## src/logic/acq_pkg.sv

```systemverilog
`default_nettype none

package acq_pkg;
    localparam int adc_word_w          = 32;    // two 12-bit samples per word
    localparam int cbuf_addr_w         = 8;
    localparam int cbuf_depth          = 1 << cbuf_addr_w;
    localparam int trig_fifo_depth     = 8;
    localparam int trig_fifo_aw        = $clog2(trig_fifo_depth);
    localparam int drop_cnt_w          = 8;
    localparam int pre_trig_words      = 8;     // words kept ahead of the trigger point
    localparam int bursts_per_waveform = 4;
    localparam int burst_cnt_w         = $clog2(bursts_per_waveform + 1);
    localparam int out_word_w          = 128;
    localparam int words_per_burst     = out_word_w / adc_word_w;
    localparam int word_cnt_w          = $clog2(words_per_burst);
    localparam int ddr_adr_w           = 24;

    // header layout, 32-bit lanes of the 128-bit word
    localparam int lane_w    = 32;
    localparam int lane_tag  = 0;
    localparam int lane_num  = 1;   // waveform number / fill number
    localparam int lane_info = 2;   // trigger address / waveform count
    localparam int lane_adr  = 3;   // ddr3 start / last burst address
    localparam logic [lane_w-1:0] wfm_hdr_tag  = 32'h5746_4d48;
    localparam logic [lane_w-1:0] fill_hdr_tag = 32'h4649_4c4c;

    // bit positions of the one-hot readout sequencer
    localparam int seq_states = 17;
    typedef enum logic [4:0] {
        s_idle, s_fill_init1, s_trig_wait,
        s_wfm_init1, s_wfm_init2, s_wfm_init3,
        s_loop1, s_loop2, s_loop3, s_loop4,
        s_wfm_done1, s_wfm_done2,
        s_fill_done1, s_fill_done2, s_fill_done3, s_fill_done4,
        s_done
    } seq_idx_e;
endpackage

`default_nettype wire

```

## src/logic/acq_ctrl_if.sv

```systemverilog
`default_nettype none

interface acq_ctrl_if;
    // read-side strobes
    logic init_circ_buf_rd_addr;   // load read address from trigger address
    logic inc_circ_buf_rd_addr;
    logic latch_circ_buf_dat;      // shift one buffer word into the burst
    logic burst_cntr_init;
    logic burst_cntr_en;
    logic waveform_cntr_init;
    logic waveform_cntr_en;
    logic burst_adr_cntr_init;     // ddr3 address back to 1 at fill start
    logic burst_adr_cntr_en;
    logic save_start_adr;
    logic save_last_adr;
    logic fill_cntr_en;
    // output-side strobes
    logic select_waveform_hdr;
    logic select_dat;
    logic select_fill_hdr;
    logic select_checksum;
    logic checksum_init;
    logic checksum_update;
    logic acq_out_valid;           // mux register holds a word for the ddr3 fifo

    modport seq (
        output init_circ_buf_rd_addr, inc_circ_buf_rd_addr, latch_circ_buf_dat,
        output burst_cntr_init, burst_cntr_en, waveform_cntr_init, waveform_cntr_en,
        output burst_adr_cntr_init, burst_adr_cntr_en, save_start_adr, save_last_adr,
        output fill_cntr_en, select_waveform_hdr, select_dat, select_fill_hdr,
        output select_checksum, checksum_init, checksum_update, acq_out_valid
    );
    modport addr (
        input init_circ_buf_rd_addr, inc_circ_buf_rd_addr, latch_circ_buf_dat,
        input burst_cntr_init, burst_cntr_en, waveform_cntr_init, waveform_cntr_en,
        input burst_adr_cntr_init, burst_adr_cntr_en, save_start_adr, save_last_adr,
        input fill_cntr_en
    );
    modport out (
        input select_waveform_hdr, select_dat, select_fill_hdr, select_checksum,
        input checksum_init, checksum_update, acq_out_valid
    );
endinterface

`default_nettype wire

```

## src/logic/frame_out.sv

```systemverilog
`default_nettype none

module frame_out (
    input  wire logic                            adc_clk,
    input  wire logic                            reset_clk_adc,
    input  wire logic [acq_pkg::out_word_w-1:0]  burst_dat,
    input  wire logic [acq_pkg::lane_w-1:0]      waveform_num,
    input  wire logic [acq_pkg::lane_w-1:0]      fill_num,
    input  wire logic [acq_pkg::cbuf_addr_w-1:0] trig_addr_saved,
    input  wire logic [acq_pkg::ddr_adr_w-1:0]   start_adr,
    input  wire logic [acq_pkg::ddr_adr_w-1:0]   last_adr,
    acq_ctrl_if.out                              ctrl,
    output logic      [acq_pkg::out_word_w-1:0]  acq_out_dat,
    output logic                                 acq_out_valid
);
    import acq_pkg::*;

    logic [out_word_w-1:0] wfm_hdr;
    logic [out_word_w-1:0] fill_hdr;
    logic [out_word_w-1:0] mux_dat;         // registered mux, like the ddr3 fifo input
    logic [lane_w-1:0]     checksum;
    logic                  sel_checksum_d;  // second fill header select follows the checksum

    // wrapping 32-bit sum over all lanes of a word
    function automatic logic [lane_w-1:0] lane_sum(input logic [out_word_w-1:0] w);
        logic [lane_w-1:0] s;
        s = '0;
        for (int i = 0; i < out_word_w / lane_w; i++) begin
            s += w[i*lane_w +: lane_w];
        end
        return s;
    endfunction

    always_comb begin
        wfm_hdr                              = '0;
        wfm_hdr[lane_tag*lane_w +: lane_w]   = wfm_hdr_tag;
        wfm_hdr[lane_num*lane_w +: lane_w]   = waveform_num;
        wfm_hdr[lane_info*lane_w +: lane_w]  = lane_w'(trig_addr_saved);
        wfm_hdr[lane_adr*lane_w +: lane_w]   = lane_w'(start_adr);
        fill_hdr                             = '0;
        fill_hdr[lane_tag*lane_w +: lane_w]  = fill_hdr_tag;
        fill_hdr[lane_num*lane_w +: lane_w]  = fill_num;
        fill_hdr[lane_info*lane_w +: lane_w] = waveform_num;   // waveforms in this fill
        fill_hdr[lane_adr*lane_w +: lane_w]  = lane_w'(last_adr);
    end

    always_ff @(posedge adc_clk) begin
        if (reset_clk_adc) begin
            checksum       <= '0;
            sel_checksum_d <= 1'b0;
            acq_out_valid  <= 1'b0;
        end else begin
            sel_checksum_d <= ctrl.select_checksum;
            acq_out_valid  <= ctrl.acq_out_valid;
            if (ctrl.checksum_init)
                checksum <= '0;
            else if (ctrl.checksum_update)
                checksum <= checksum + lane_sum(burst_dat);
            else if (ctrl.select_waveform_hdr)
                checksum <= checksum + lane_sum(wfm_hdr);
            else if (ctrl.select_fill_hdr && !sel_checksum_d)
                checksum <= checksum + lane_sum(fill_hdr);  // counted once, before the checksum word
        end
    end

    always_ff @(posedge adc_clk) begin
        if (ctrl.select_waveform_hdr)
            mux_dat <= wfm_hdr;
        else if (ctrl.select_fill_hdr)
            mux_dat <= fill_hdr;
        else if (ctrl.select_checksum)
            mux_dat <= out_word_w'(checksum);   // sum in lane 0, upper lanes zero
        else if (ctrl.select_dat)
            mux_dat <= burst_dat;
        acq_out_dat <= mux_dat;                 // lines up with the registered valid
    end
endmodule

`default_nettype wire

```

## src/flat_wrapper.sv

```systemverilog
// flat-port wrapper written by rule: the top's interface ports become plain ports
module frame_out_flat import acq_pkg::*;
  (adc_clk, reset_clk_adc, burst_dat, waveform_num, fill_num, trig_addr_saved, start_adr, last_adr, acq_out_dat, acq_out_valid, ctrl_select_waveform_hdr, ctrl_select_dat, ctrl_select_fill_hdr, ctrl_select_checksum, ctrl_checksum_init, ctrl_checksum_update, ctrl_acq_out_valid);
  acq_ctrl_if ctrl_i ();
  input  wire logic adc_clk;
  input  wire logic reset_clk_adc;
  input  wire logic [acq_pkg::out_word_w-1:0] burst_dat;
  input  wire logic [acq_pkg::lane_w-1:0] waveform_num;
  input  wire logic [acq_pkg::lane_w-1:0] fill_num;
  input  wire logic [acq_pkg::cbuf_addr_w-1:0] trig_addr_saved;
  input  wire logic [acq_pkg::ddr_adr_w-1:0] start_adr;
  input  wire logic [acq_pkg::ddr_adr_w-1:0] last_adr;
  output logic      [acq_pkg::out_word_w-1:0] acq_out_dat;
  output logic acq_out_valid;
  input wire logic [$bits(ctrl_i.select_waveform_hdr)-1:0] ctrl_select_waveform_hdr;
  input wire logic [$bits(ctrl_i.select_dat)-1:0] ctrl_select_dat;
  input wire logic [$bits(ctrl_i.select_fill_hdr)-1:0] ctrl_select_fill_hdr;
  input wire logic [$bits(ctrl_i.select_checksum)-1:0] ctrl_select_checksum;
  input wire logic [$bits(ctrl_i.checksum_init)-1:0] ctrl_checksum_init;
  input wire logic [$bits(ctrl_i.checksum_update)-1:0] ctrl_checksum_update;
  input wire logic [$bits(ctrl_i.acq_out_valid)-1:0] ctrl_acq_out_valid;
  assign ctrl_i.select_waveform_hdr = ctrl_select_waveform_hdr;
  assign ctrl_i.select_dat = ctrl_select_dat;
  assign ctrl_i.select_fill_hdr = ctrl_select_fill_hdr;
  assign ctrl_i.select_checksum = ctrl_select_checksum;
  assign ctrl_i.checksum_init = ctrl_checksum_init;
  assign ctrl_i.checksum_update = ctrl_checksum_update;
  assign ctrl_i.acq_out_valid = ctrl_acq_out_valid;
  frame_out u_core (.adc_clk(adc_clk), .reset_clk_adc(reset_clk_adc), .burst_dat(burst_dat), .waveform_num(waveform_num), .fill_num(fill_num), .trig_addr_saved(trig_addr_saved), .start_adr(start_adr), .last_adr(last_adr), .ctrl(ctrl_i), .acq_out_dat(acq_out_dat), .acq_out_valid(acq_out_valid));
endmodule
```

## config.mk

```make
export PLATFORM = sky130hd
export DESIGN_NAME = frame_out_flat
export DESIGN_NICKNAME = d
export VERILOG_FILES = /design/src/logic/acq_pkg.sv /design/src/logic/acq_ctrl_if.sv /design/src/logic/frame_out.sv /design/src/flat_wrapper.sv
export SDC_FILE = /design/constraint.sdc
export NUM_CORES = 1
export LEC_CHECK = 0
export BUFFER_PORTS_ARGS = -buffer_cell sky130_fd_sc_hd__buf_2
export CAP_MARGIN = 20
export CORE_AREA = 2 2 186 206
export DETAILED_ROUTE_END_ITERATION = 10
export DIE_AREA = 0 0 188 208
export PLACE_DENSITY = 0.93
export SYNTH_ARGS = -nofsm -noshare
export SYNTH_HDL_FRONTEND = slang
export SYNTH_SLANG_ARGS = --single-unit
export TNS_END_PERCENT = 100
```

## constraint.sdc

```tcl
create_clock -name adc_clk -period 6.7 [get_ports adc_clk]
set_input_delay 1.675 -clock adc_clk [delete_from_list [all_inputs] [get_ports adc_clk]]
set_output_delay 1.675 -clock adc_clk [all_outputs]
set_load 0.05 [all_outputs]
```

Word level (Yosys, flattened, before mapping) --
Index checks and enable logic that the tools add are counted.
Storage, ports and cells: register bits 290, bits in latches 0, memory bits (writable) 0, memory bits (read-only) 0, output and inout port bits 129, word-level logic and storage cells 36, memories 0
Cells by class: $add $sub $neg 12, multipliers 0, div/mod/pow operators 0, $lt $le $gt $ge 0, equality and inequality tests 0, shifts and indexed selects 0, muxes and demuxes 7, bitwise operators 0, reductions and logical operators 9
Operator list (number):
- 120-bit two-way mux | 4
- 32-bit adder | 7
- 32-bit two-way mux | 3
- 31-bit by 32-bit adder with 32-bit output, first input constant | 2
- 32-bit by 24-bit adder with 32-bit output | 2
- 32-bit by 8-bit adder with 32-bit output | 1
- 3-bit nonzero test | 2
- 4-bit nonzero test | 1
- 2-bit OR reduction | 2
- 3-bit OR reduction | 1
- 2-bit nonzero test | 1
- 1-bit logical AND | 1
- 1-bit zero test | 1

Depth between registers and ports, before layout --
word-level depth 7, depth in mapped cells 18, depth with buffers taken out 17

Worst setup path after synthesis --
OpenSTA, ideal clock, no wires.
path kind input to register, from in burst_dat[2] (netlist bit), to reg u_core.checksum[20], data arrival time 5.428 ns, required time 6.614 ns, slack 1.187 ns, stages 17, buffers on the path 0, path through inv_1 -> fa_1 -> inv_1 -> fa_1 -> inv_1 -> fa_1 -> inv_1 -> ha_1 -> a211oi_1 -> o21ai_0 -> a31oi_1 -> o21ai_0 -> o31ai_1 -> a31oi_1 -> xnor2_1 -> a21o_1 -> a211oi_1
On the way: cells in the longest elaborated chain, start to end 5
RTL lines:
- start, declared | RTL line flat_wrapper.sv:7 | input wire logic [acq_pkg::out_word_w-1:0] burst_dat;
- 32-bit adder (3 in a row) | RTL line frame_out.sv:29 | s += w[i*lane_w +: lane_w];
- 32-bit adder | RTL line frame_out.sv:58 | checksum <= checksum + lane_sum(burst_dat);
- 32-bit two-way mux | RTL line frame_out.sv:57 | else if (ctrl.checksum_update)
- end signal, assigned | RTL line frame_out.sv:58
- end signal, assigned | RTL line frame_out.sv:60 | checksum <= checksum + lane_sum(wfm_hdr);
- end signal, assigned | RTL line frame_out.sv:62 | checksum <= checksum + lane_sum(fill_hdr);
- end, declared | RTL line frame_out.sv:21 | logic [lane_w-1:0] checksum;
No other way between the ends. A chain may end at the register's enable or synchronous reset.

Worst setup path after layout --
from in burst_dat[1] (netlist bit), to reg u_core.checksum[23]
The elaborated chain is that of the path after synthesis.

==> results.py <==
metrics = {
    "timing": {
        "min_period_ns": 5.89,
        "finalMaxSlewViolations": 0,
        "fin_worst_skew_ns": 0.0189,
        "max_clock_freq_mhz": 170,
        "report.final.hold_viol_count": 0,
        "worst_rel_slew_slack": 0.270,
        "post-route-period-util": 0.879,
        "timing_worst_slew_pin_value_ns": 1.09,
        "setup_violations": 0,
        "finalSetupTns_ns": 0,
        "unrepaired_setup_endpoints_after_global_routing": "no",
        "worst_slack_ns": 0.810,
    },
    "cts": {
        "cts_hold_buf": 0,
        "cts_made_buffers": 30,
        "clk_transition_reported_paths_ns": 0.07,
        "tritoncts": "done",
        "cts_repair_resizes": 0,
        "postCtsSetupBuffers": 0,
        "clk_latency_ns": 0.58,
        "htreeDepth": 1,
        "cts_buffer_depth": 3,
        "cts_root_buffer": "sky130_fd_sc_hd__clkbuf_16",
        "clock-sinks": 290,
    },
    "critical_path": {
        "timing.critical_path.required_ns": 7.22,
        "worstSetupStartpointType": "input pin",
        "end_kind": "flip-flop",
        "worstSetupPathType": "input pin to flip-flop",
        "critPathMaxFanout": 4,
        "crit_arrival_ns": 6.41,
    },
    "finish": {
        "post-route-util": 0.667,
        "proportion_of_layout_cells_with_a_drive_suffix_above_1": 0.186,
        "final_nets": 3264,
        "layout.cells.non_filler": 3160,
        "n_fill_cell": 2731,
        "area_growth_pct": 15.8,
        "stdcell_area_um2": 24600,
    },
    "synthesis": {
        "dominant_cells_by_area_after_synthesis": "sky130_fd_sc_hd__dfxtp_1, sky130_fd_sc_hd__fa_1, sky130_fd_sc_hd__ha_1, sky130_fd_sc_hd__edfxtp_1, sky130_fd_sc_hd__inv_1",
        "flop_and_latch_count_out_of_synthesis": 290,
        "synth-edff-count": 64,
        "syn_avg_cell_area_um2": 9.26,
        "ys.flop_type": "sky130_fd_sc_hd__dfxtp_1",
        "synth.largest_area_cell": "sky130_fd_sc_hd__dfxtp_1",
        "fraction_of_the_yosys_area_taken_by_sequential_cells": 0.303,
        "yosysWarnings": 0,
        "netlist_instances": 2298,
        "ys_types": 67,
        "synth.cells.most_frequent": "sky130_fd_sc_hd__inv_1, sky130_fd_sc_hd__dfxtp_1, sky130_fd_sc_hd__ha_1",
        "netlist_area_um2": 21300,
        "ys_async_sr_fraction": 0,
        "synthDominantCellAreaShare": 0.213,
        "yosys.cell_count.top_type": "sky130_fd_sc_hd__inv_1",
        "post_synthesis_net_count": 2923,
    },
    "routing": {
        "detailedRoute.firstIterationViolations": 1702,
        "route.detailed.drc": 0,
        "detail_route.vias_per_cell": 5.94,
        "dr.pass1.iters": 8,
        "routed_wirelength_um": 66100,
        "route.detailed.wl_per_inst_um": 20.9,
        "ant_nets": 0,
        "dr_total_vias": 18800,
    },
    "grt": {
        "overflow": 0,
        "globalRouteTotalUtil": 0.334,
        "antenna_found_initial": 3,
        "grt_first_pass_wirelength_um": 104000,
        "first_global_vias": 19500,
        "grt_start_max_net_pins": 88,
    },
    "power_and_ir_drop": {
        "internal_power_mw": 5.70,
        "ir_worst_vdd_mv": 0.285,
        "total_power_divided_by_cell_area_nw_per_um2": 444,
        "power.clock.fraction": 0.163,
        "switching_share": 0.478,
        "p_leak_nw": 12.5,
        "sequentialPowerShare": 0.199,
        "power.switching_mw": 5.23,
        "p_comb_frac": 0.638,
    },
    "floorplanning": {
        "initial_cell_density_of_the_core": 0.576,
        "die_area_um2": 39100,
        "dieWidth_um": 188,
        "core_area_um2": 36900,
        "ios": 386,
        "num_rows": 74,
        "die_y_um": 208,
    },
    "run": {
        "maxCapViolCount": 0,
    },
    "place": {
        "dp_cells": 3101,
        "pre_cts_slack_ns": 0.403,
        "place.detailed.hpwl_um": 50700,
        "placement.cell_area_um2": 23600,
        "portBuffers": 385,
        "gp_congestion": 0.948,
    },
    "status": {
        "status": "completed",
    },
    "hold_path": {
        "min-delay-path-class": "flip-flop to flip-flop",
    },
}
-- per-stage QoR --
| step | hold slack (ns) | total power [mW] |
|---|---|---|
| floorplan | 0.323 | 7.14 |
| global route | 0.344 | 11.7 |
| finish | 0.338 | 10.9 |
| global placement | 0.324 | 8.83 |
| CTS | 0.338 | 10.8 |
| detailed placement | 0.327 | 8.97 |
-- final timing paths --
check,startpoint,end,slack [ns],depth (start not counted)
max,burst_dat[1],u_core.checksum[23],0.81,18
min,u_core.mux_dat[51],u_core.acq_out_dat[51],0.34,0
max reg2reg,u_core.checksum[16],u_core.checksum[26],2.13,15
min reg2reg,u_core.mux_dat[51],u_core.acq_out_dat[51],0.34,0
-- worst max-delay path, cell delays in order --
cell,delay [ns]
sky130_fd_sc_hd__buf_2,0.13
sky130_fd_sc_hd__inv_1,0.07
sky130_fd_sc_hd__fa_1,0.56
sky130_fd_sc_hd__fa_1,0.44
sky130_fd_sc_hd__fa_1,0.43
sky130_fd_sc_hd__inv_1,0.07
sky130_fd_sc_hd__ha_1,0.21
sky130_fd_sc_hd__inv_1,0.08
sky130_fd_sc_hd__fa_1,0.48
sky130_fd_sc_hd__nor2b_1,0.22
sky130_fd_sc_hd__o31a_1,0.21
sky130_fd_sc_hd__o2111ai_1,0.16
sky130_fd_sc_hd__a311o_1,0.37
sky130_fd_sc_hd__a21oi_1,0.19
sky130_fd_sc_hd__o21ai_0,0.27
sky130_fd_sc_hd__or3_1,0.39
sky130_fd_sc_hd__a31oi_1,0.32
sky130_fd_sc_hd__a21o_1,0.12
-- layout make-up --
type / count / area (µm²) / area share
Antenna cell: 3 / 7.51 / 0.000305
Clock buffer: 43 / 891 / 0.0362
Clock inverter: 13 / 144 / 0.00584
Inverter: 475 / 1780 / 0.0724
Multi-Input combinational cell: 1445 / 12700 / 0.516
Sequential cell: 290 / 6450 / 0.262
Tap cell: 494 / 618 / 0.0251
Timing Repair Buffer: 397 / 2030 / 0.0823
-- sequential cells by signal, summed over array words and instances (netlist names) --
signal and count:
u_core.acq_out_valid 1, u_core.checksum 32, u_core.sel_checksum_d 1, u_core.acq_out_dat 128, u_core.mux_dat 128
-- cell families (layout without fill, tap and decap cells) --
family	Yosys count	in the layout	synth area share
XOR/XNOR	75	75	0.0309
multiplexers	64	64	0.0317
AND/OR/NAND/NOR	394	394	0.0854
AO/OA/AOI/OAI	544	544	0.170
buffers and inverters	563	928	0.0995
adder cells (fa/ha/maj)	368	368	0.280
other	0	3	0
flip-flops	290	290	0.303
-- power by group through the flow --
stage | combinational [mW] | sequential (mW) | clock, mW
finish | 6.98 | 2.17 | 1.78
global route | 7.67 | 2.19 | 1.84
floorplan | 4.76 | 2.38 | 0
detailed placement | 6.77 | 2.21 | 0
global placement | 6.64 | 2.20 | 0
CTS | 6.84 | 2.17 | 1.78
-- routing by layer --
metal,vias up,part of all wire,track usage
met5,-,0,0
met4,0,0.052,0.167
met3,235,0.072,0.0363
met2,1110,0.49,0.575
met1,9016,0.39,0.418
li1,8405,-,-
-- cell usage in the layout (no fill, tap or decap), drive strengths merged, types with 5 or more instances in the layout --
cell type,netlist,layout
fa,179,179
a21o,37,37
xnor2,46,46
mux2i,37,37
nand3,21,21
buf,21,397
or3,12,12
o2111ai,9,9
edfxtp,64,64
nor2b,26,26
nor3,20,20
a221oi,48,48
nand2,120,120
a22oi,45,45
o21ai,83,83
o22ai,6,6
xor2,29,29
and3,6,6
mux2,27,27
nor2,132,132
clkbuf,67,43
a21oi,160,160
o211ai,13,13
a31oi,16,16
o21bai,13,13
or2,10,10
a211oi,62,62
and2,5,5
o21a,8,8
clkinv,0,5
nand2b,15,15
nand4,8,8
inv,475,479
ha,189,189
dfxtp,226,226
a2111oi,7,7
Power figures use the tool's default switching activity.
