<file path="config.mk">
export PLATFORM = sky130hd
export DESIGN_NAME = readout_seq_flat
export DESIGN_NICKNAME = d
export VERILOG_FILES = /design/src/logic/acq_pkg.sv /design/src/logic/acq_ctrl_if.sv /design/src/logic/readout_seq.sv /design/src/flat_wrapper.sv
export SDC_FILE = /design/constraint.sdc
export NUM_CORES = 1
export LEC_CHECK = 0
export BUFFER_PORTS_ARGS = -buffer_cell sky130_fd_sc_hd__buf_2
export CORE_MARGIN = 2
export CORE_UTILIZATION = 50
export CTS_CLUSTER_SIZE = 14
export DETAILED_ROUTE_END_ITERATION = 16
export PLACE_DENSITY_LB_ADDON = 0.08
export SLEW_MARGIN = 20
export SYNTH_ARGS = -nofsm -noshare
export SYNTH_HDL_FRONTEND = slang
export SYNTH_SLANG_ARGS = --single-unit
</file>
<file path="constraint.sdc">
create_clock -name adc_clk -period 2.7 [get_ports adc_clk]
set_input_delay 0.54 -clock adc_clk [delete_from_list [all_inputs] [get_ports adc_clk]]
set_output_delay 0.54 -clock adc_clk [all_outputs]
set_load 0.03 [all_outputs]
</file>
<file path="src/logic/acq_pkg.sv">
`default_nettype none

package acq_pkg;
    localparam int adc_word_w          = 32;    // two 12-bit samples per word
    localparam int cbuf_addr_w         = 8;
    localparam int cbuf_depth          = 1 << cbuf_addr_w;
    localparam int trig_fifo_depth     = 8;
    localparam int trig_fifo_aw        = $clog2(trig_fifo_depth);
    localparam int drop_cnt_w          = 8;
    localparam int pre_trig_words      = 8;     // words kept ahead of the trigger point
    localparam int bursts_per_waveform = 4;
    localparam int burst_cnt_w         = $clog2(bursts_per_waveform + 1);
    localparam int out_word_w          = 128;
    localparam int words_per_burst     = out_word_w / adc_word_w;
    localparam int word_cnt_w          = $clog2(words_per_burst);
    localparam int ddr_adr_w           = 24;

    // header layout, 32-bit lanes of the 128-bit word
    localparam int lane_w    = 32;
    localparam int lane_tag  = 0;
    localparam int lane_num  = 1;   // waveform number / fill number
    localparam int lane_info = 2;   // trigger address / waveform count
    localparam int lane_adr  = 3;   // ddr3 start / last burst address
    localparam logic [lane_w-1:0] wfm_hdr_tag  = 32'h5746_4d48;
    localparam logic [lane_w-1:0] fill_hdr_tag = 32'h4649_4c4c;

    // bit positions of the one-hot readout sequencer
    localparam int seq_states = 17;
    typedef enum logic [4:0] {
        s_idle, s_fill_init1, s_trig_wait,
        s_wfm_init1, s_wfm_init2, s_wfm_init3,
        s_loop1, s_loop2, s_loop3, s_loop4,
        s_wfm_done1, s_wfm_done2,
        s_fill_done1, s_fill_done2, s_fill_done3, s_fill_done4,
        s_done
    } seq_idx_e;
endpackage

`default_nettype wire

</file>
<file path="src/logic/acq_ctrl_if.sv">
`default_nettype none

interface acq_ctrl_if;
    // read-side strobes
    logic init_circ_buf_rd_addr;   // load read address from trigger address
    logic inc_circ_buf_rd_addr;
    logic latch_circ_buf_dat;      // shift one buffer word into the burst
    logic burst_cntr_init;
    logic burst_cntr_en;
    logic waveform_cntr_init;
    logic waveform_cntr_en;
    logic burst_adr_cntr_init;     // ddr3 address back to 1 at fill start
    logic burst_adr_cntr_en;
    logic save_start_adr;
    logic save_last_adr;
    logic fill_cntr_en;
    // output-side strobes
    logic select_waveform_hdr;
    logic select_dat;
    logic select_fill_hdr;
    logic select_checksum;
    logic checksum_init;
    logic checksum_update;
    logic acq_out_valid;           // mux register holds a word for the ddr3 fifo

    modport seq (
        output init_circ_buf_rd_addr, inc_circ_buf_rd_addr, latch_circ_buf_dat,
        output burst_cntr_init, burst_cntr_en, waveform_cntr_init, waveform_cntr_en,
        output burst_adr_cntr_init, burst_adr_cntr_en, save_start_adr, save_last_adr,
        output fill_cntr_en, select_waveform_hdr, select_dat, select_fill_hdr,
        output select_checksum, checksum_init, checksum_update, acq_out_valid
    );
    modport addr (
        input init_circ_buf_rd_addr, inc_circ_buf_rd_addr, latch_circ_buf_dat,
        input burst_cntr_init, burst_cntr_en, waveform_cntr_init, waveform_cntr_en,
        input burst_adr_cntr_init, burst_adr_cntr_en, save_start_adr, save_last_adr,
        input fill_cntr_en
    );
    modport out (
        input select_waveform_hdr, select_dat, select_fill_hdr, select_checksum,
        input checksum_init, checksum_update, acq_out_valid
    );
endinterface

`default_nettype wire

</file>
<file path="src/logic/readout_seq.sv">
`default_nettype none

module readout_seq (
    input  wire logic adc_clk,
    input  wire logic reset_clk_adc,
    input  wire logic cbuf_rd_en,          // readout enabled
    input  wire logic cbuf_trig_en,        // fill closes when this drops
    input  wire logic trig_fifo_empty,
    input  wire logic burst_cntr_zero,     // last burst of the waveform taken
    output logic      cbuf_rd_trig_wait,
    output logic      trig_addr_rd_en,
    acq_ctrl_if.seq   ctrl
);
    import acq_pkg::*;

    logic [seq_states-1:0] cs;
    logic [seq_states-1:0] ns;
    logic immed_valid;         // header and checksum words, valid one clock later
    logic start_dlyd_valid;    // burst complete, valid goes out after the pipeline
    logic delay0;
    logic dlyd_valid;

    // next state; reset forces idle here so the registered strobes clear too
    always_comb begin
        ns = '0;
        if (reset_clk_adc) begin
            ns[s_idle] = 1'b1;
        end else begin
            case (1'b1)
                cs[s_idle]: begin
                    if (cbuf_rd_en)
                        ns[s_fill_init1] = 1'b1;
                    else
                        ns[s_idle] = 1'b1;
                end
                cs[s_fill_init1]: ns[s_trig_wait] = 1'b1;
                cs[s_trig_wait]: begin
                    if (!trig_fifo_empty)
                        ns[s_wfm_init1] = 1'b1;    // queued triggers beat the fill end
                    else if (!cbuf_trig_en)
                        ns[s_fill_done1] = 1'b1;
                    else
                        ns[s_trig_wait] = 1'b1;
                end
                cs[s_wfm_init1]: ns[s_wfm_init2] = 1'b1;
                cs[s_wfm_init2]: ns[s_wfm_init3] = 1'b1;
                cs[s_wfm_init3]: ns[s_loop1] = 1'b1;
                cs[s_loop1]: ns[s_loop2] = 1'b1;
                cs[s_loop2]: ns[s_loop3] = 1'b1;
                cs[s_loop3]: ns[s_loop4] = 1'b1;
                cs[s_loop4]: begin
                    if (burst_cntr_zero)
                        ns[s_wfm_done1] = 1'b1;
                    else
                        ns[s_loop1] = 1'b1;        // next four words
                end
                cs[s_wfm_done1]: ns[s_wfm_done2] = 1'b1;
                cs[s_wfm_done2]: ns[s_trig_wait] = 1'b1;
                cs[s_fill_done1]: ns[s_fill_done2] = 1'b1;
                cs[s_fill_done2]: ns[s_fill_done3] = 1'b1;
                cs[s_fill_done3]: ns[s_fill_done4] = 1'b1;
                cs[s_fill_done4]: ns[s_done] = 1'b1;
                cs[s_done]: ns[s_idle] = 1'b1;
                default: ns[s_idle] = 1'b1;        // broken one-hot vector
            endcase
        end
    end

    // strobes registered from ns, high for the whole cycle of their state
    always_ff @(posedge adc_clk) begin
        cs                         <= ns;
        cbuf_rd_trig_wait          <= ns[s_trig_wait];
        trig_addr_rd_en            <= ns[s_wfm_init1];   // fwft pop
        ctrl.burst_adr_cntr_init   <= ns[s_fill_init1];
        ctrl.checksum_init         <= ns[s_fill_init1];
        ctrl.waveform_cntr_init    <= ns[s_fill_init1];
        ctrl.init_circ_buf_rd_addr <= ns[s_wfm_init1];
        ctrl.save_start_adr        <= ns[s_wfm_init1];
        ctrl.burst_cntr_init       <= ns[s_wfm_init1];
        ctrl.waveform_cntr_en      <= ns[s_wfm_init1];
        ctrl.select_waveform_hdr   <= ns[s_wfm_init2];
        immed_valid                <= ns[s_wfm_init3] | ns[s_fill_done2] | ns[s_fill_done3];
        ctrl.burst_adr_cntr_en     <= ns[s_wfm_init3] | ns[s_loop4] | ns[s_fill_done2];
        ctrl.inc_circ_buf_rd_addr  <= ns[s_wfm_init3] | (|ns[s_loop4:s_loop1]);
        ctrl.latch_circ_buf_dat    <= |ns[s_loop4:s_loop1];
        ctrl.select_dat            <= |ns[s_wfm_done2:s_loop1];  // loops and waveform done
        ctrl.burst_cntr_en         <= ns[s_loop1];
        start_dlyd_valid           <= ns[s_loop4];
        ctrl.save_last_adr         <= ns[s_wfm_done1];
        ctrl.select_fill_hdr       <= ns[s_fill_done1] | ns[s_fill_done3];
        ctrl.select_checksum       <= ns[s_fill_done2];
        ctrl.fill_cntr_en          <= ns[s_done];
    end

    // burst valid trails the last word latch by three clocks
    always_ff @(posedge adc_clk) begin
        if (reset_clk_adc) begin
            delay0               <= 1'b0;
            dlyd_valid           <= 1'b0;
            ctrl.checksum_update <= 1'b0;
            ctrl.acq_out_valid   <= 1'b0;
        end else begin
            delay0               <= start_dlyd_valid;
            dlyd_valid           <= delay0;
            ctrl.checksum_update <= delay0;      // burst register is stable by now
            ctrl.acq_out_valid   <= immed_valid | dlyd_valid;
        end
    end
endmodule

`default_nettype wire

</file>
<file path="src/flat_wrapper.sv">
// flat-port wrapper written by rule: the top's interface ports become plain ports
module readout_seq_flat import acq_pkg::*;
  (adc_clk, reset_clk_adc, cbuf_rd_en, cbuf_trig_en, trig_fifo_empty, burst_cntr_zero, cbuf_rd_trig_wait, trig_addr_rd_en, ctrl_init_circ_buf_rd_addr, ctrl_inc_circ_buf_rd_addr, ctrl_latch_circ_buf_dat, ctrl_burst_cntr_init, ctrl_burst_cntr_en, ctrl_waveform_cntr_init, ctrl_waveform_cntr_en, ctrl_burst_adr_cntr_init, ctrl_burst_adr_cntr_en, ctrl_save_start_adr, ctrl_save_last_adr, ctrl_fill_cntr_en, ctrl_select_waveform_hdr, ctrl_select_dat, ctrl_select_fill_hdr, ctrl_select_checksum, ctrl_checksum_init, ctrl_checksum_update, ctrl_acq_out_valid);
  acq_ctrl_if ctrl_i ();
  input  wire logic adc_clk;
  input  wire logic reset_clk_adc;
  input  wire logic cbuf_rd_en;
  input  wire logic cbuf_trig_en;
  input  wire logic trig_fifo_empty;
  input  wire logic burst_cntr_zero;
  output logic cbuf_rd_trig_wait;
  output logic trig_addr_rd_en;
  output wire logic [$bits(ctrl_i.init_circ_buf_rd_addr)-1:0] ctrl_init_circ_buf_rd_addr;
  output wire logic [$bits(ctrl_i.inc_circ_buf_rd_addr)-1:0] ctrl_inc_circ_buf_rd_addr;
  output wire logic [$bits(ctrl_i.latch_circ_buf_dat)-1:0] ctrl_latch_circ_buf_dat;
  output wire logic [$bits(ctrl_i.burst_cntr_init)-1:0] ctrl_burst_cntr_init;
  output wire logic [$bits(ctrl_i.burst_cntr_en)-1:0] ctrl_burst_cntr_en;
  output wire logic [$bits(ctrl_i.waveform_cntr_init)-1:0] ctrl_waveform_cntr_init;
  output wire logic [$bits(ctrl_i.waveform_cntr_en)-1:0] ctrl_waveform_cntr_en;
  output wire logic [$bits(ctrl_i.burst_adr_cntr_init)-1:0] ctrl_burst_adr_cntr_init;
  output wire logic [$bits(ctrl_i.burst_adr_cntr_en)-1:0] ctrl_burst_adr_cntr_en;
  output wire logic [$bits(ctrl_i.save_start_adr)-1:0] ctrl_save_start_adr;
  output wire logic [$bits(ctrl_i.save_last_adr)-1:0] ctrl_save_last_adr;
  output wire logic [$bits(ctrl_i.fill_cntr_en)-1:0] ctrl_fill_cntr_en;
  output wire logic [$bits(ctrl_i.select_waveform_hdr)-1:0] ctrl_select_waveform_hdr;
  output wire logic [$bits(ctrl_i.select_dat)-1:0] ctrl_select_dat;
  output wire logic [$bits(ctrl_i.select_fill_hdr)-1:0] ctrl_select_fill_hdr;
  output wire logic [$bits(ctrl_i.select_checksum)-1:0] ctrl_select_checksum;
  output wire logic [$bits(ctrl_i.checksum_init)-1:0] ctrl_checksum_init;
  output wire logic [$bits(ctrl_i.checksum_update)-1:0] ctrl_checksum_update;
  output wire logic [$bits(ctrl_i.acq_out_valid)-1:0] ctrl_acq_out_valid;
  assign ctrl_init_circ_buf_rd_addr = ctrl_i.init_circ_buf_rd_addr;
  assign ctrl_inc_circ_buf_rd_addr = ctrl_i.inc_circ_buf_rd_addr;
  assign ctrl_latch_circ_buf_dat = ctrl_i.latch_circ_buf_dat;
  assign ctrl_burst_cntr_init = ctrl_i.burst_cntr_init;
  assign ctrl_burst_cntr_en = ctrl_i.burst_cntr_en;
  assign ctrl_waveform_cntr_init = ctrl_i.waveform_cntr_init;
  assign ctrl_waveform_cntr_en = ctrl_i.waveform_cntr_en;
  assign ctrl_burst_adr_cntr_init = ctrl_i.burst_adr_cntr_init;
  assign ctrl_burst_adr_cntr_en = ctrl_i.burst_adr_cntr_en;
  assign ctrl_save_start_adr = ctrl_i.save_start_adr;
  assign ctrl_save_last_adr = ctrl_i.save_last_adr;
  assign ctrl_fill_cntr_en = ctrl_i.fill_cntr_en;
  assign ctrl_select_waveform_hdr = ctrl_i.select_waveform_hdr;
  assign ctrl_select_dat = ctrl_i.select_dat;
  assign ctrl_select_fill_hdr = ctrl_i.select_fill_hdr;
  assign ctrl_select_checksum = ctrl_i.select_checksum;
  assign ctrl_checksum_init = ctrl_i.checksum_init;
  assign ctrl_checksum_update = ctrl_i.checksum_update;
  assign ctrl_acq_out_valid = ctrl_i.acq_out_valid;
  readout_seq u_core (.adc_clk(adc_clk), .reset_clk_adc(reset_clk_adc), .cbuf_rd_en(cbuf_rd_en), .cbuf_trig_en(cbuf_trig_en), .trig_fifo_empty(trig_fifo_empty), .burst_cntr_zero(burst_cntr_zero), .cbuf_rd_trig_wait(cbuf_rd_trig_wait), .trig_addr_rd_en(trig_addr_rd_en), .ctrl(ctrl_i));
endmodule
</file>
* After elaboration in Yosys (flattened, before gate mapping)
Cells that the tools add are included.
** Storage, ports and cells
- Bits in registers :: 34
- Bits of input ports :: 6
- Output and inout port bits :: 21
- Logic and storage cells :: 198
** Cells by class
- Mux-type cells :: 167
- Bitwise logic cells :: 7
- Reductions and logical operators :: 3
** Operator list (number)
- $mux W1 :: 166
- $mux W16 :: 1
- $reduce_or A15 Y1 :: 1
- $or A1 B1 Y1 :: 7
- $reduce_or A6 Y1 :: 1
- $reduce_or A4 Y1 :: 1

* Depth between registers and ports, before layout
- Depth in word-level cells :: 19
- Depth in mapped cells :: 4

* Worst setup path after synthesis
OpenSTA, ideal clock, no wires.
- Path kind :: reg2out
- Start point :: reg, netlist name u_core.cs[3]
- End point :: out ctrl_init_circ_buf_rd_addr
- Data arrival time :: 0.873 ns
- Data required time :: 2.160 ns
- Slack :: 1.287 ns
- Cell stages (with the launch flop) :: 2
- Buffers on the path :: 1
- Cell sequence :: dfxtp_1 > buf_4
** RTL lines
- end, declared :: RTL line flat_wrapper.sv:13 : output wire logic [$bits(ctrl_i.init_circ_buf_rd_addr)-1:0] ctrl_init_circ_buf_rd_addr;

==> reports/qor.csv <==
metric;value;unit
delay-heaviest family, CP;flip-flops;
first-pass GRT wire length;2820;um
vias in the first global route;654;
Buffers & Inverters on Critical Path;1;
Avg Inst Size Synth;10.4;um2
Die Width;48.2;um
FF+latch count, synth;26;
skew final;0.0173;ns
Finished Layout Cells;142;
combinational share of power;4.3;%
reg2reg setup slack;1.27;ns
depth of the CTS H-tree;1;
synth warn;0;
status;completed;
cts bufs inserted;3;
Final Setup Violations;0;
dpl hpwl;1330;um
Post-synth EDFFs;0;
CP Class;register to output port;
CTS Hold Buffers Added;0;
Die Height;48.2;um
Mapped Nets;100;
Flop pwr share;57.1;%
Port-buffer cells;26;
TNS Setup;0;ns
total routed wirelength;1760;um
vias;732;
top-level port count;27;
peak supply drop;0.522;mV
Synth Instances;94;
Psw;138;uW
min-delay worst type;input port to register;
Fin. Hold Viols;0;
switching share of power;20.1;%
share of cells above drive strength 1;31.6;%
grt total ovfl;0;
crit path capture type;output port;
Worst-path clk slew;0.14;ns
core area;1780;um2
routability cong.;0.803;
Slowest-stage cell, CP;dfxtp_1;
CTS tree;yes;
Seq/Total Area, Yosys;53.2;%
antenna cells;0;
Final ANT Viol Nets;0;
Layout area overhead;16.1;%
CTS root buf;clkbuf_4;
# placed instances;138;
crit path cell chain;buf_2;
# clock sinks;26;
drc violations;0;
Clock power frac;38.6;%
worst slew pin tran;0.475;ns
largest net degree at the start of global routing;16;
Mapped Area;978;um2
Tmin final;1.63;ns
asr flop ratio synth;0;%
Clock Tree Buf Depth;2;
die area;2330;um2
max-slew violation count;0;
period utilisation layout;60.2;%
1st-iter DRT viols;7;
Clk Latency, worst-skew pair;0.33;ns
initial antenna violation count;0;
Leakage Power;0.514;nW
CP required;2.16;ns
Resize count post-CTS;0;
Int Pwr;547;uW
DR pass1 iterations;3;
Netlist cell types;31;
type of origin of the critical path;register;
Worst EP arrival;1.09;ns
RSZ-0062 raised after global routing;no;
ys flop type;dfxtp_1;
post-DR wirelength/cell;12.4;um
vias per cell;5.15;
Core Rows;15;
Initial Util;54.9;%
P per Cell Area;603;nW/um2
Worst slew margin;68.1;%
Nets;124;
fmax;0.615;GHz
buffer count from post-CTS setup fixing;0;
CP peak stage delay;0.50;ns
crit-path max FO;7;
GRT Util Overall;18.2;%
MaxCap Viol Count;0;
==> registers in the layout (all words and copies together) (netlist names) <==
signal / cells
u_core.cs: 16
u_core.ctrl.acq_out_valid: 1
u_core.ctrl.burst_adr_cntr_en: 1
u_core.ctrl.checksum_update: 1
u_core.ctrl.fill_cntr_en: 1
u_core.ctrl.inc_circ_buf_rd_addr: 1
u_core.ctrl.latch_circ_buf_dat: 1
u_core.ctrl.select_dat: 1
u_core.ctrl.select_fill_hdr: 1
u_core.delay0: 1
u_core.immed_valid: 1
==> logic make-up after synthesis <==
| group | synth area share (%) |
|---|---|
| mux | 1.02 |
| simple gates | 29.2 |
| buf+inv | 7.67 |
| compound gates | 8.95 |
| flops | 53.2 |
==> layer usage <==
| layer | global-route usage [%] | part of all wire (%) | up-vias |
|---|---|---|---|
| met2 | 27.6 | 47 | 15 |
| met4 | 9.73 | 2.3 | 0 |
| met1 | 22.5 | 46 | 343 |
| li1 | - | - | 369 |
| met3 | 6.67 | 4.9 | 5 |
| met5 | 0 | 0 | - |
==> through the flow <==
step / power, mW / util (%) / cell area, um2 / hold WS (ns) / setup slack, ns
floorplan: 0.419 / - / 978 / 0.411 / 1.29
global placement: 0.428 / 60.8 / 1080 / 0.428 / 1.14
detailed placement: 0.429 / 60.8 / 1080 / 0.429 / 1.11
CTS: 0.689 / 63.7 / 1140 / 0.398 / 1.07
global route: 0.709 / 63.7 / 1140 / 0.389 / 1.00
finish: 0.685 / 63.7 / 1140 / 0.404 / 1.07
==> worst paths after layout <==
path | start | endpoint | depth (start not counted)
hold / removal | trig_fifo_empty | u_core.cs[3] | 2
setup reg to reg | u_core.cs[8] | u_core.ctrl.select_dat | 3
setup / recovery | u_core.cs[1] | ctrl_burst_adr_cntr_init | 1
hold reg to reg | u_core.delay0 | u_core.ctrl.checksum_update | 1
==> synthesized netlist by cell type, drive strengths merged, types with 2 or more instances <==
library cell	count	area, um2
a21oi	2	10.0
o21ai	3	15.0
nand4b	2	17.5
and3	2	12.5
nor2b	3	18.8
nor4	4	61.3
nand2	8	37.5
or3	2	12.5
inv	5	18.8
and2	2	13.8
nor3	6	30.0
nor3b	3	22.5
dfxtp	26	521
buf	7	56.3
nor2	8	30.0
==> cell type report <==
type / count / area (um2)
flip-flops and latches: 26 / 520
fillers: 159 / 647
inverters: 5 / 18.8
clock buffers: 3 / 22.5
clock inverters: 1 / 30.0
multi-input cells: 56 / 383
well taps: 25 / 31.3
repair buffers: 26 / 130
==> power by group through the flow <==
stage	clock, mW	sequential (mW)	combinational [mW]
after floorplan	0	0.401	0.0176
after global placement	0	0.400	0.0283
after detailed placement	0	0.400	0.0290
after CTS	0.268	0.391	0.0291
after global routing	0.285	0.392	0.0317
final	0.264	0.391	0.0291
==> layout by cell type, fill, tap and decap left out, drive strengths merged, types with 4 or more instances in the layout <==
| cell | n |
|---|---|
| buf | 26 |
| dfxtp | 26 |
| nor2 | 8 |
| nand2 | 8 |
| nor3 | 6 |
| inv | 5 |
| nor4 | 4 |
Note: power is estimated with default switching activity, not from simulation.
