$ cat src/logic/acq_pkg.sv
`default_nettype none

package acq_pkg;
    localparam int adc_word_w          = 32;    // two 12-bit samples per word
    localparam int cbuf_addr_w         = 8;
    localparam int cbuf_depth          = 1 << cbuf_addr_w;
    localparam int trig_fifo_depth     = 8;
    localparam int trig_fifo_aw        = $clog2(trig_fifo_depth);
    localparam int drop_cnt_w          = 8;
    localparam int pre_trig_words      = 8;     // words kept ahead of the trigger point
    localparam int bursts_per_waveform = 4;
    localparam int burst_cnt_w         = $clog2(bursts_per_waveform + 1);
    localparam int out_word_w          = 128;
    localparam int words_per_burst     = out_word_w / adc_word_w;
    localparam int word_cnt_w          = $clog2(words_per_burst);
    localparam int ddr_adr_w           = 24;

    // header layout, 32-bit lanes of the 128-bit word
    localparam int lane_w    = 32;
    localparam int lane_tag  = 0;
    localparam int lane_num  = 1;   // waveform number / fill number
    localparam int lane_info = 2;   // trigger address / waveform count
    localparam int lane_adr  = 3;   // ddr3 start / last burst address
    localparam logic [lane_w-1:0] wfm_hdr_tag  = 32'h5746_4d48;
    localparam logic [lane_w-1:0] fill_hdr_tag = 32'h4649_4c4c;

    // bit positions of the one-hot readout sequencer
    localparam int seq_states = 17;
    typedef enum logic [4:0] {
        s_idle, s_fill_init1, s_trig_wait,
        s_wfm_init1, s_wfm_init2, s_wfm_init3,
        s_loop1, s_loop2, s_loop3, s_loop4,
        s_wfm_done1, s_wfm_done2,
        s_fill_done1, s_fill_done2, s_fill_done3, s_fill_done4,
        s_done
    } seq_idx_e;
endpackage

`default_nettype wire

$ cat src/logic/acq_ctrl_if.sv
`default_nettype none

interface acq_ctrl_if;
    // read-side strobes
    logic init_circ_buf_rd_addr;   // load read address from trigger address
    logic inc_circ_buf_rd_addr;
    logic latch_circ_buf_dat;      // shift one buffer word into the burst
    logic burst_cntr_init;
    logic burst_cntr_en;
    logic waveform_cntr_init;
    logic waveform_cntr_en;
    logic burst_adr_cntr_init;     // ddr3 address back to 1 at fill start
    logic burst_adr_cntr_en;
    logic save_start_adr;
    logic save_last_adr;
    logic fill_cntr_en;
    // output-side strobes
    logic select_waveform_hdr;
    logic select_dat;
    logic select_fill_hdr;
    logic select_checksum;
    logic checksum_init;
    logic checksum_update;
    logic acq_out_valid;           // mux register holds a word for the ddr3 fifo

    modport seq (
        output init_circ_buf_rd_addr, inc_circ_buf_rd_addr, latch_circ_buf_dat,
        output burst_cntr_init, burst_cntr_en, waveform_cntr_init, waveform_cntr_en,
        output burst_adr_cntr_init, burst_adr_cntr_en, save_start_adr, save_last_adr,
        output fill_cntr_en, select_waveform_hdr, select_dat, select_fill_hdr,
        output select_checksum, checksum_init, checksum_update, acq_out_valid
    );
    modport addr (
        input init_circ_buf_rd_addr, inc_circ_buf_rd_addr, latch_circ_buf_dat,
        input burst_cntr_init, burst_cntr_en, waveform_cntr_init, waveform_cntr_en,
        input burst_adr_cntr_init, burst_adr_cntr_en, save_start_adr, save_last_adr,
        input fill_cntr_en
    );
    modport out (
        input select_waveform_hdr, select_dat, select_fill_hdr, select_checksum,
        input checksum_init, checksum_update, acq_out_valid
    );
endinterface

`default_nettype wire

$ cat src/logic/readout_addr.sv
`default_nettype none

module readout_addr (
    input  wire logic                            adc_clk,
    input  wire logic                            reset_clk_adc,
    input  wire logic [acq_pkg::cbuf_addr_w-1:0] trig_addr,
    input  wire logic [acq_pkg::adc_word_w-1:0]  cbuf_rd_dat,
    acq_ctrl_if.addr                             ctrl,
    output logic      [acq_pkg::cbuf_addr_w-1:0] cbuf_rd_addr,
    output logic                                 burst_cntr_zero,
    output logic      [acq_pkg::out_word_w-1:0]  burst_dat,
    output logic      [acq_pkg::lane_w-1:0]      waveform_num,
    output logic      [acq_pkg::lane_w-1:0]      fill_num,
    output logic      [acq_pkg::cbuf_addr_w-1:0] trig_addr_saved,
    output logic      [acq_pkg::ddr_adr_w-1:0]   start_adr,
    output logic      [acq_pkg::ddr_adr_w-1:0]   last_adr
);
    import acq_pkg::*;

    logic [burst_cnt_w-1:0]           burst_cnt;   // bursts still to take
    logic [word_cnt_w-1:0]            word_cnt;    // words in the burst so far
    logic [out_word_w-adc_word_w-1:0] shift_dat;   // oldest word ends up in lane 0
    logic [ddr_adr_w-1:0]             burst_adr;   // next free ddr3 burst

    assign burst_cntr_zero = (burst_cnt == '0);

    always_ff @(posedge adc_clk) begin
        if (reset_clk_adc) begin
            cbuf_rd_addr <= '0;
            burst_cnt    <= '0;
            word_cnt     <= '0;
            waveform_num <= '0;
            fill_num     <= '0;
            burst_adr    <= '0;
        end else begin
            if (ctrl.init_circ_buf_rd_addr)
                cbuf_rd_addr <= trig_addr - cbuf_addr_w'(pre_trig_words);  // wraps
            else if (ctrl.inc_circ_buf_rd_addr)
                cbuf_rd_addr <= cbuf_rd_addr + 1'b1;
            if (ctrl.burst_cntr_init)
                burst_cnt <= burst_cnt_w'(bursts_per_waveform);
            else if (ctrl.burst_cntr_en)
                burst_cnt <= burst_cnt - 1'b1;
            if (ctrl.burst_cntr_init)
                word_cnt <= '0;
            else if (ctrl.latch_circ_buf_dat)
                word_cnt <= word_cnt + 1'b1;
            if (ctrl.waveform_cntr_init)
                waveform_num <= '0;
            else if (ctrl.waveform_cntr_en)
                waveform_num <= waveform_num + 1'b1;       // first waveform is 1
            if (ctrl.fill_cntr_en)
                fill_num <= fill_num + 1'b1;
            if (ctrl.burst_adr_cntr_init)
                burst_adr <= ddr_adr_w'(1);
            else if (ctrl.burst_adr_cntr_en)
                burst_adr <= burst_adr + 1'b1;
        end
    end

    always_ff @(posedge adc_clk) begin
        if (ctrl.latch_circ_buf_dat) begin
            shift_dat <= {cbuf_rd_dat, shift_dat[out_word_w-adc_word_w-1:adc_word_w]};
            if (word_cnt == word_cnt_w'(words_per_burst - 1))
                burst_dat <= {cbuf_rd_dat, shift_dat};     // held for four clocks
        end
        if (ctrl.init_circ_buf_rd_addr)
            trig_addr_saved <= trig_addr;
        if (ctrl.save_start_adr)
            start_adr <= burst_adr;                        // header goes here
        if (ctrl.save_last_adr)
            last_adr <= burst_adr;
    end
endmodule

`default_nettype wire

$ cat src/flat_wrapper.sv
// flat-port wrapper written by rule: the top's interface ports become plain ports
module readout_addr_flat import acq_pkg::*;
  (adc_clk, reset_clk_adc, trig_addr, cbuf_rd_dat, cbuf_rd_addr, burst_cntr_zero, burst_dat, waveform_num, fill_num, trig_addr_saved, start_adr, last_adr, ctrl_init_circ_buf_rd_addr, ctrl_inc_circ_buf_rd_addr, ctrl_latch_circ_buf_dat, ctrl_burst_cntr_init, ctrl_burst_cntr_en, ctrl_waveform_cntr_init, ctrl_waveform_cntr_en, ctrl_burst_adr_cntr_init, ctrl_burst_adr_cntr_en, ctrl_save_start_adr, ctrl_save_last_adr, ctrl_fill_cntr_en);
  acq_ctrl_if ctrl_i ();
  input  wire logic adc_clk;
  input  wire logic reset_clk_adc;
  input  wire logic [acq_pkg::cbuf_addr_w-1:0] trig_addr;
  input  wire logic [acq_pkg::adc_word_w-1:0] cbuf_rd_dat;
  output logic      [acq_pkg::cbuf_addr_w-1:0] cbuf_rd_addr;
  output logic burst_cntr_zero;
  output logic      [acq_pkg::out_word_w-1:0] burst_dat;
  output logic      [acq_pkg::lane_w-1:0] waveform_num;
  output logic      [acq_pkg::lane_w-1:0] fill_num;
  output logic      [acq_pkg::cbuf_addr_w-1:0] trig_addr_saved;
  output logic      [acq_pkg::ddr_adr_w-1:0] start_adr;
  output logic      [acq_pkg::ddr_adr_w-1:0] last_adr;
  input wire logic [$bits(ctrl_i.init_circ_buf_rd_addr)-1:0] ctrl_init_circ_buf_rd_addr;
  input wire logic [$bits(ctrl_i.inc_circ_buf_rd_addr)-1:0] ctrl_inc_circ_buf_rd_addr;
  input wire logic [$bits(ctrl_i.latch_circ_buf_dat)-1:0] ctrl_latch_circ_buf_dat;
  input wire logic [$bits(ctrl_i.burst_cntr_init)-1:0] ctrl_burst_cntr_init;
  input wire logic [$bits(ctrl_i.burst_cntr_en)-1:0] ctrl_burst_cntr_en;
  input wire logic [$bits(ctrl_i.waveform_cntr_init)-1:0] ctrl_waveform_cntr_init;
  input wire logic [$bits(ctrl_i.waveform_cntr_en)-1:0] ctrl_waveform_cntr_en;
  input wire logic [$bits(ctrl_i.burst_adr_cntr_init)-1:0] ctrl_burst_adr_cntr_init;
  input wire logic [$bits(ctrl_i.burst_adr_cntr_en)-1:0] ctrl_burst_adr_cntr_en;
  input wire logic [$bits(ctrl_i.save_start_adr)-1:0] ctrl_save_start_adr;
  input wire logic [$bits(ctrl_i.save_last_adr)-1:0] ctrl_save_last_adr;
  input wire logic [$bits(ctrl_i.fill_cntr_en)-1:0] ctrl_fill_cntr_en;
  assign ctrl_i.init_circ_buf_rd_addr = ctrl_init_circ_buf_rd_addr;
  assign ctrl_i.inc_circ_buf_rd_addr = ctrl_inc_circ_buf_rd_addr;
  assign ctrl_i.latch_circ_buf_dat = ctrl_latch_circ_buf_dat;
  assign ctrl_i.burst_cntr_init = ctrl_burst_cntr_init;
  assign ctrl_i.burst_cntr_en = ctrl_burst_cntr_en;
  assign ctrl_i.waveform_cntr_init = ctrl_waveform_cntr_init;
  assign ctrl_i.waveform_cntr_en = ctrl_waveform_cntr_en;
  assign ctrl_i.burst_adr_cntr_init = ctrl_burst_adr_cntr_init;
  assign ctrl_i.burst_adr_cntr_en = ctrl_burst_adr_cntr_en;
  assign ctrl_i.save_start_adr = ctrl_save_start_adr;
  assign ctrl_i.save_last_adr = ctrl_save_last_adr;
  assign ctrl_i.fill_cntr_en = ctrl_fill_cntr_en;
  readout_addr u_core (.adc_clk(adc_clk), .reset_clk_adc(reset_clk_adc), .trig_addr(trig_addr), .cbuf_rd_dat(cbuf_rd_dat), .ctrl(ctrl_i), .cbuf_rd_addr(cbuf_rd_addr), .burst_cntr_zero(burst_cntr_zero), .burst_dat(burst_dat), .waveform_num(waveform_num), .fill_num(fill_num), .trig_addr_saved(trig_addr_saved), .start_adr(start_adr), .last_adr(last_adr));
endmodule
$ cat config.mk
export PLATFORM = sky130hd
export DESIGN_NAME = readout_addr_flat
export DESIGN_NICKNAME = d
export VERILOG_FILES = /design/src/logic/acq_pkg.sv /design/src/logic/acq_ctrl_if.sv /design/src/logic/readout_addr.sv /design/src/flat_wrapper.sv
export SDC_FILE = /design/constraint.sdc
export NUM_CORES = 1
export LEC_CHECK = 0
export CAP_MARGIN = 0
export CORE_ASPECT_RATIO = 1.25
export CORE_UTILIZATION = 50
export DETAILED_ROUTE_END_ITERATION = 8
export DONT_BUFFER_PORTS = 1
export GPL_TIMING_DRIVEN = 0
export PLACE_DENSITY = 0.68
export SYNTH_ARGS = -nofsm -noshare
export SYNTH_HDL_FRONTEND = slang
export SYNTH_SLANG_ARGS = --single-unit
$ cat constraint.sdc
create_clock -name adc_clk -period 4.4 [get_ports adc_clk]
set_clock_uncertainty 0.2 [all_clocks]
set_input_delay 0.22 -clock adc_clk [delete_from_list [all_inputs] [get_ports adc_clk]]
set_output_delay 0.22 -clock adc_clk [all_outputs]
set_load 0.03 [all_outputs]
# Word-level counts from Yosys, hierarchy flattened
# Index checks and enable logic that the tools add are counted.
# totals
inputBits	54
output_inout_bits	257
register_bits	381
# classes
n_reduce_logical	8
mux	6
addsub	7
eq_ne	1
# ops
operator	count
32-bit by 1-bit adder with 32-bit output (second input constant)	2
24-bit by 1-bit adder with 24-bit output (second input constant)	1
8-bit two-way mux	2
8-bit by 1-bit adder with 8-bit output (second input constant)	1
8-bit by 4-bit subtractor with 8-bit output (second input constant)	1
3-bit two-way mux	2
2-bit nonzero test	3
2-bit OR reduction	3
3-bit zero test	1
3-bit by 1-bit subtractor with 3-bit output (second input constant)	1
2-bit by 1-bit adder with 2-bit output (second input constant)	1
2-bit == test (second input constant)	1
1-bit two-way mux	2
2-bit AND reduction	1

# Logic depth before layout (Yosys ltp)
# depth
ltp_word	3
mapped_depth	7

# Worst setup path after synthesis
# Ideal clock, no wire load.
# synth_path
kind	reg2reg
start	register u_core.word_cnt[0]
end	register u_core.burst_dat[0] in the netlist's numbering (enable)
path_stages_with_launch	3
required_ns	3.698
arrival_time_ns	3.412
synth_period_minus_slack_ns	4.114
setup_ns	0.502
setup_slack_ns	0.286
path_cell_list	dfxtp_1 ha_1 and2_1
# synth_between
elab_chain_len	2
# synth_lines
element	line_no	source
from (decl)	readout_addr.sv:21	logic [word_cnt_w-1:0] word_cnt;
from (signal assigned)	readout_addr.sv:47	word_cnt <= word_cnt + 1'b1;
2-bit == test	readout_addr.sv:64	if (word_cnt == word_cnt_w'(words_per_burst - 1))
2-bit AND reduction (no line)	n/a	
to (signal assigned)	readout_addr.sv:65	burst_dat <= {cbuf_rd_dat, shift_dat};
to (decl)	readout_addr.sv:11	output logic [acq_pkg::out_word_w-1:0] burst_dat,
# No other way between the ends.
# A chain may end at the register's enable or synchronous reset.

# Worst setup path in the final report
# layout_path
start	register u_core.waveform_num[0] in the netlist's numbering
end	register u_core.waveform_num[22] in the netlist's numbering
# layout_between
elab_chain_len	1
# layout_lines
element	line_no	source
from (decl)	readout_addr.sv:12	output logic [acq_pkg::lane_w-1:0] waveform_num,
from (signal assigned)	readout_addr.sv:51	waveform_num <= waveform_num + 1'b1;
32-bit by 1-bit adder with 32-bit output	readout_addr.sv:51	
# No other way between the ends.

==> impl_metrics.env <==
export IMPL_reg2reg_from="u_core.waveform_num[0]$_SDFFE_PP0P_"
export IMPL_synth_cell_types=41
export IMPL_synth_cells=836
export IMPL_portBuffers=0
export IMPL_finalWirelength_um=27900
export IMPL_hold_class="in2reg"
export IMPL_reg2reg_to="u_core.waveform_num[22]$_SDFFE_PP0P_"
export IMPL_ys_top_cells_by_area="edfxtp_1 (64%), dfxtp_1 (15%), a21oi_1 (1.9%), xnor2_1 (1.8%), or4_1 (1.6%)"
export IMPL_min_path_cells=4
export IMPL_yosysSeqAreaShare_pct=79.1
export IMPL_post_place_cells=1177
export IMPL_die_x_um=147
export IMPL_first_pass_iters=5
export IMPL_setup_violations=0
export IMPL_synth_fp_nets=898
export IMPL_worstHoldStart="ctrl_inc_circ_buf_rd_addr"
export IMPL_synth_area_um2=13200
export IMPL_slew_violations=0
export IMPL_gp_congestion=0.799
export IMPL_cts_sinks=381
export IMPL_grt_first_pass_wirelength_um=41300
export IMPL_overflow=0
export IMPL_drc=0
export IMPL_clkLatencyLatePin_ns=0.51
export IMPL_ys_seq_elements=381
export IMPL_fp_coreArea_um2=25900
export IMPL_timing_fmax_ghz=0.359
export IMPL_synth_commonest_cells="edfxtp_1 (280), dfxtp_1 (101), nor2_1 (53)"
export IMPL_layout_cells_non_filler=1304
export IMPL_period_share_pct=63.4
export IMPL_cp_data_required_time_ns=4.63
export IMPL_wire_per_inst_um=21.4
export IMPL_pre_cts_slack_ns=1.63
export IMPL_cts_max_path_buffers=3
export IMPL_synth_top_area_share_pct=63.8
export IMPL_p_leak_nw=5.02
export IMPL_numCtsBuffers=37
export IMPL_die_h_um=184
export IMPL_relSlewSlack_pct=24.1
export IMPL_areaGrowthSynthToFinish_pct=17.1
export IMPL_initial_utilization_pct=50.8
export IMPL_routed_top_layer="met4"
export IMPL_final_hold_violation_count=0
export IMPL_wl_met1_um=10600
export IMPL_postSynthAreaPerCell_um2=15.8
export IMPL_layout_drive_gt1_share_pct=6.77
export IMPL_reg2regPathDepth=6
export IMPL_grt_max_degree=98
export IMPL_synth_most_common_cell="edfxtp_1"
export IMPL_ir_drop_mv=0.277
export IMPL_synth_edf_count=280
export IMPL_total_power_mw=7.38
export IMPL_whs_ns=0.0487
export IMPL_avgViaCountPerCell=5.65
export IMPL_postLayoutCellArea_um2=15400
export IMPL_arrival_ns=3.02
export IMPL_final_util_pct=59.5
export IMPL_wl_met3_um=2500
export IMPL_ys_async_sr_fraction_pct=0
export IMPL_die_area_um2=27000
export IMPL_placed_area_um2=13600
export IMPL_path_max_fanout=10
export IMPL_std_cell_rows=66
export IMPL_ff2ff_setup_slack_ns=1.61
export IMPL_synthFlopType="edfxtp_1"
export IMPL_fin_ws_ns=1.61
export IMPL_tightest_slew_ns=1.14
export IMPL_cts_max_level=2
export IMPL_wl_met2_um=13900
export IMPL_rsz0062_at_grt="false"
export IMPL_finalSetupTns_ns=0
export IMPL_yosys_area_top_type="edfxtp_1"
export IMPL_layout_min_cycle_time_ns=2.79
export IMPL_p_per_area_nw_per_um2=478
export IMPL_num_nets_final=993
export IMPL_cts_tree="built"
export IMPL_synth_warning_count=0
export IMPL_crit_type="reg2reg"
export IMPL_io_pins=311
export IMPL_critPathLaunchType="flip-flop"
export IMPL_track_usage_pct=19.9
export IMPL_cts_setup_buffers=0
export IMPL_grt_pass1_vias=7073
export IMPL_outcome="complete, no violations"
export IMPL_min_to="u_core.cbuf_rd_addr[6]$_SDFFE_PP0P_"
export IMPL_dr_first_iter_drc_count=370
export IMPL_antenna_found_initial=4
export IMPL_dp_hpwl_um=18300
export IMPL_cts_root_buf="clkbuf_16"
export IMPL_drv_cap=0
export IMPL_vias=7365
export IMPL_ant_nets=0
export IMPL_path_clk_slew_ns=0.07
export IMPL_end_kind="flip-flop"
==> flip-flops by register name, indices dropped and copies added (netlist names) <==
| name | flops |
|---|---|
| u_core.word_cnt | 2 |
| u_core.trig_addr_saved | 8 |
| u_core.shift_dat | 96 |
| u_core.cbuf_rd_addr | 8 |
| u_core.fill_num | 32 |
| u_core.last_adr | 24 |
| u_core.burst_adr | 24 |
| u_core.waveform_num | 32 |
| u_core.start_adr | 24 |
| u_core.burst_cnt | 3 |
| u_core.burst_dat | 128 |
==> worst max-delay path: stages, from the launching register on <==
cell,delay (ns)
dfxtp_1,0.64
ha_1,0.30
nand4_4,0.17
or4_4,0.59
buf_6,0.16
or4_1,0.50
a21oi_1,0.15
==> worst max-delay path by stage <==
stage | from | end | slack (ns) | cells after the start
after floorplan | u_core.word_cnt[0]$_SDFFE_PP0P_ | u_core.burst_dat[0]$_DFFE_PP_ | 0.29 | 2
after global placement | u_core.word_cnt[0]$_SDFFE_PP0P_ | u_core.burst_dat[4]$_DFFE_PP_ | -0.89 | 2
after detailed placement | u_core.waveform_num[2]$_SDFFE_PP0P_ | u_core.waveform_num[23]$_SDFFE_PP0P_ | 1.63 | 5
after CTS | u_core.waveform_num[2]$_SDFFE_PP0P_ | u_core.waveform_num[15]$_SDFFE_PP0P_ | 1.59 | 5
after global routing | u_core.waveform_num[2]$_SDFFE_PP0P_ | u_core.waveform_num[23]$_SDFFE_PP0P_ | 1.44 | 5
final | u_core.waveform_num[0]$_SDFFE_PP0P_ | u_core.waveform_num[22]$_SDFFE_PP0P_ | 1.61 | 6
==> cells in the final DEF, fill, tap and decap left out, drive strengths merged, types with 3 or more instances in the layout <==
cell type      n
clkinv        12
dfxtp        101
and4          14
nand3         25
o21a           3
and3           5
nor2          53
mux2i          7
buf            7
and2           6
xor2          16
nand4         28
or4           29
a31oi          4
clkbuf        71
xnor2         27
ha             8
a41o           4
nor2b          3
edfxtp       280
nand2         36
nor4           5
or3           22
o31ai         25
o21ai         21
a21oi         51
bufinv         4
nor3          10
inv           16
diode          4
dlygate4sd3   54
==> timing repair <==
item	4_1_cts	5_1_grt
endpoints found under the setup margin	0	0
resized for setup	0	0
endpoints found under the hold margin	265	0
hold buffers	55	0
==> report_power, final <==
group	total (mW)	internal [mW]	switching (mW)
clock	3.14	1.85	1.29
combinational	0.155	0.0628	0.0927
sequential	4.08	3.96	0.117
==> cells by family after synthesis <==
logic type / share of synthesized area, %
DFF: 79.1
and+or+nand+nor: 10.1
AOI/OAI and AO/OA: 5.20
xor gates and xnor gates: 2.86
buffers and inverters: 1.27
muxes: 0.702
adders and majority gates: 0.759
==> area by class of cell <==
| cell class | count | area [um^2] |
|---|---|---|
| Inverter | 14 | 52.6 |
| Clock inverter | 20 | 220 |
| Buffer | 28 | 115 |
| Timing Repair Buffer | 56 | 596 |
| Tap cell | 340 | 425 |
| Sequential cell | 381 | 10400 |
| Clock buffer | 48 | 998 |
| Multi-Input combinational cell | 413 | 2590 |
| Antenna cell | 4 | 10.0 |
| Fill cell | 1976 | 10500 |
==> per-layer routing <==
metal | GRT usage [%] | up-vias
met5 | 0 | -
met4 | 7.55 | 0
met3 | 6.87 | 51
met2 | 34.2 | 335
met1 | 22.7 | 3569
li1 | - | 3410
Note: power is estimated with default switching activity, not from simulation.
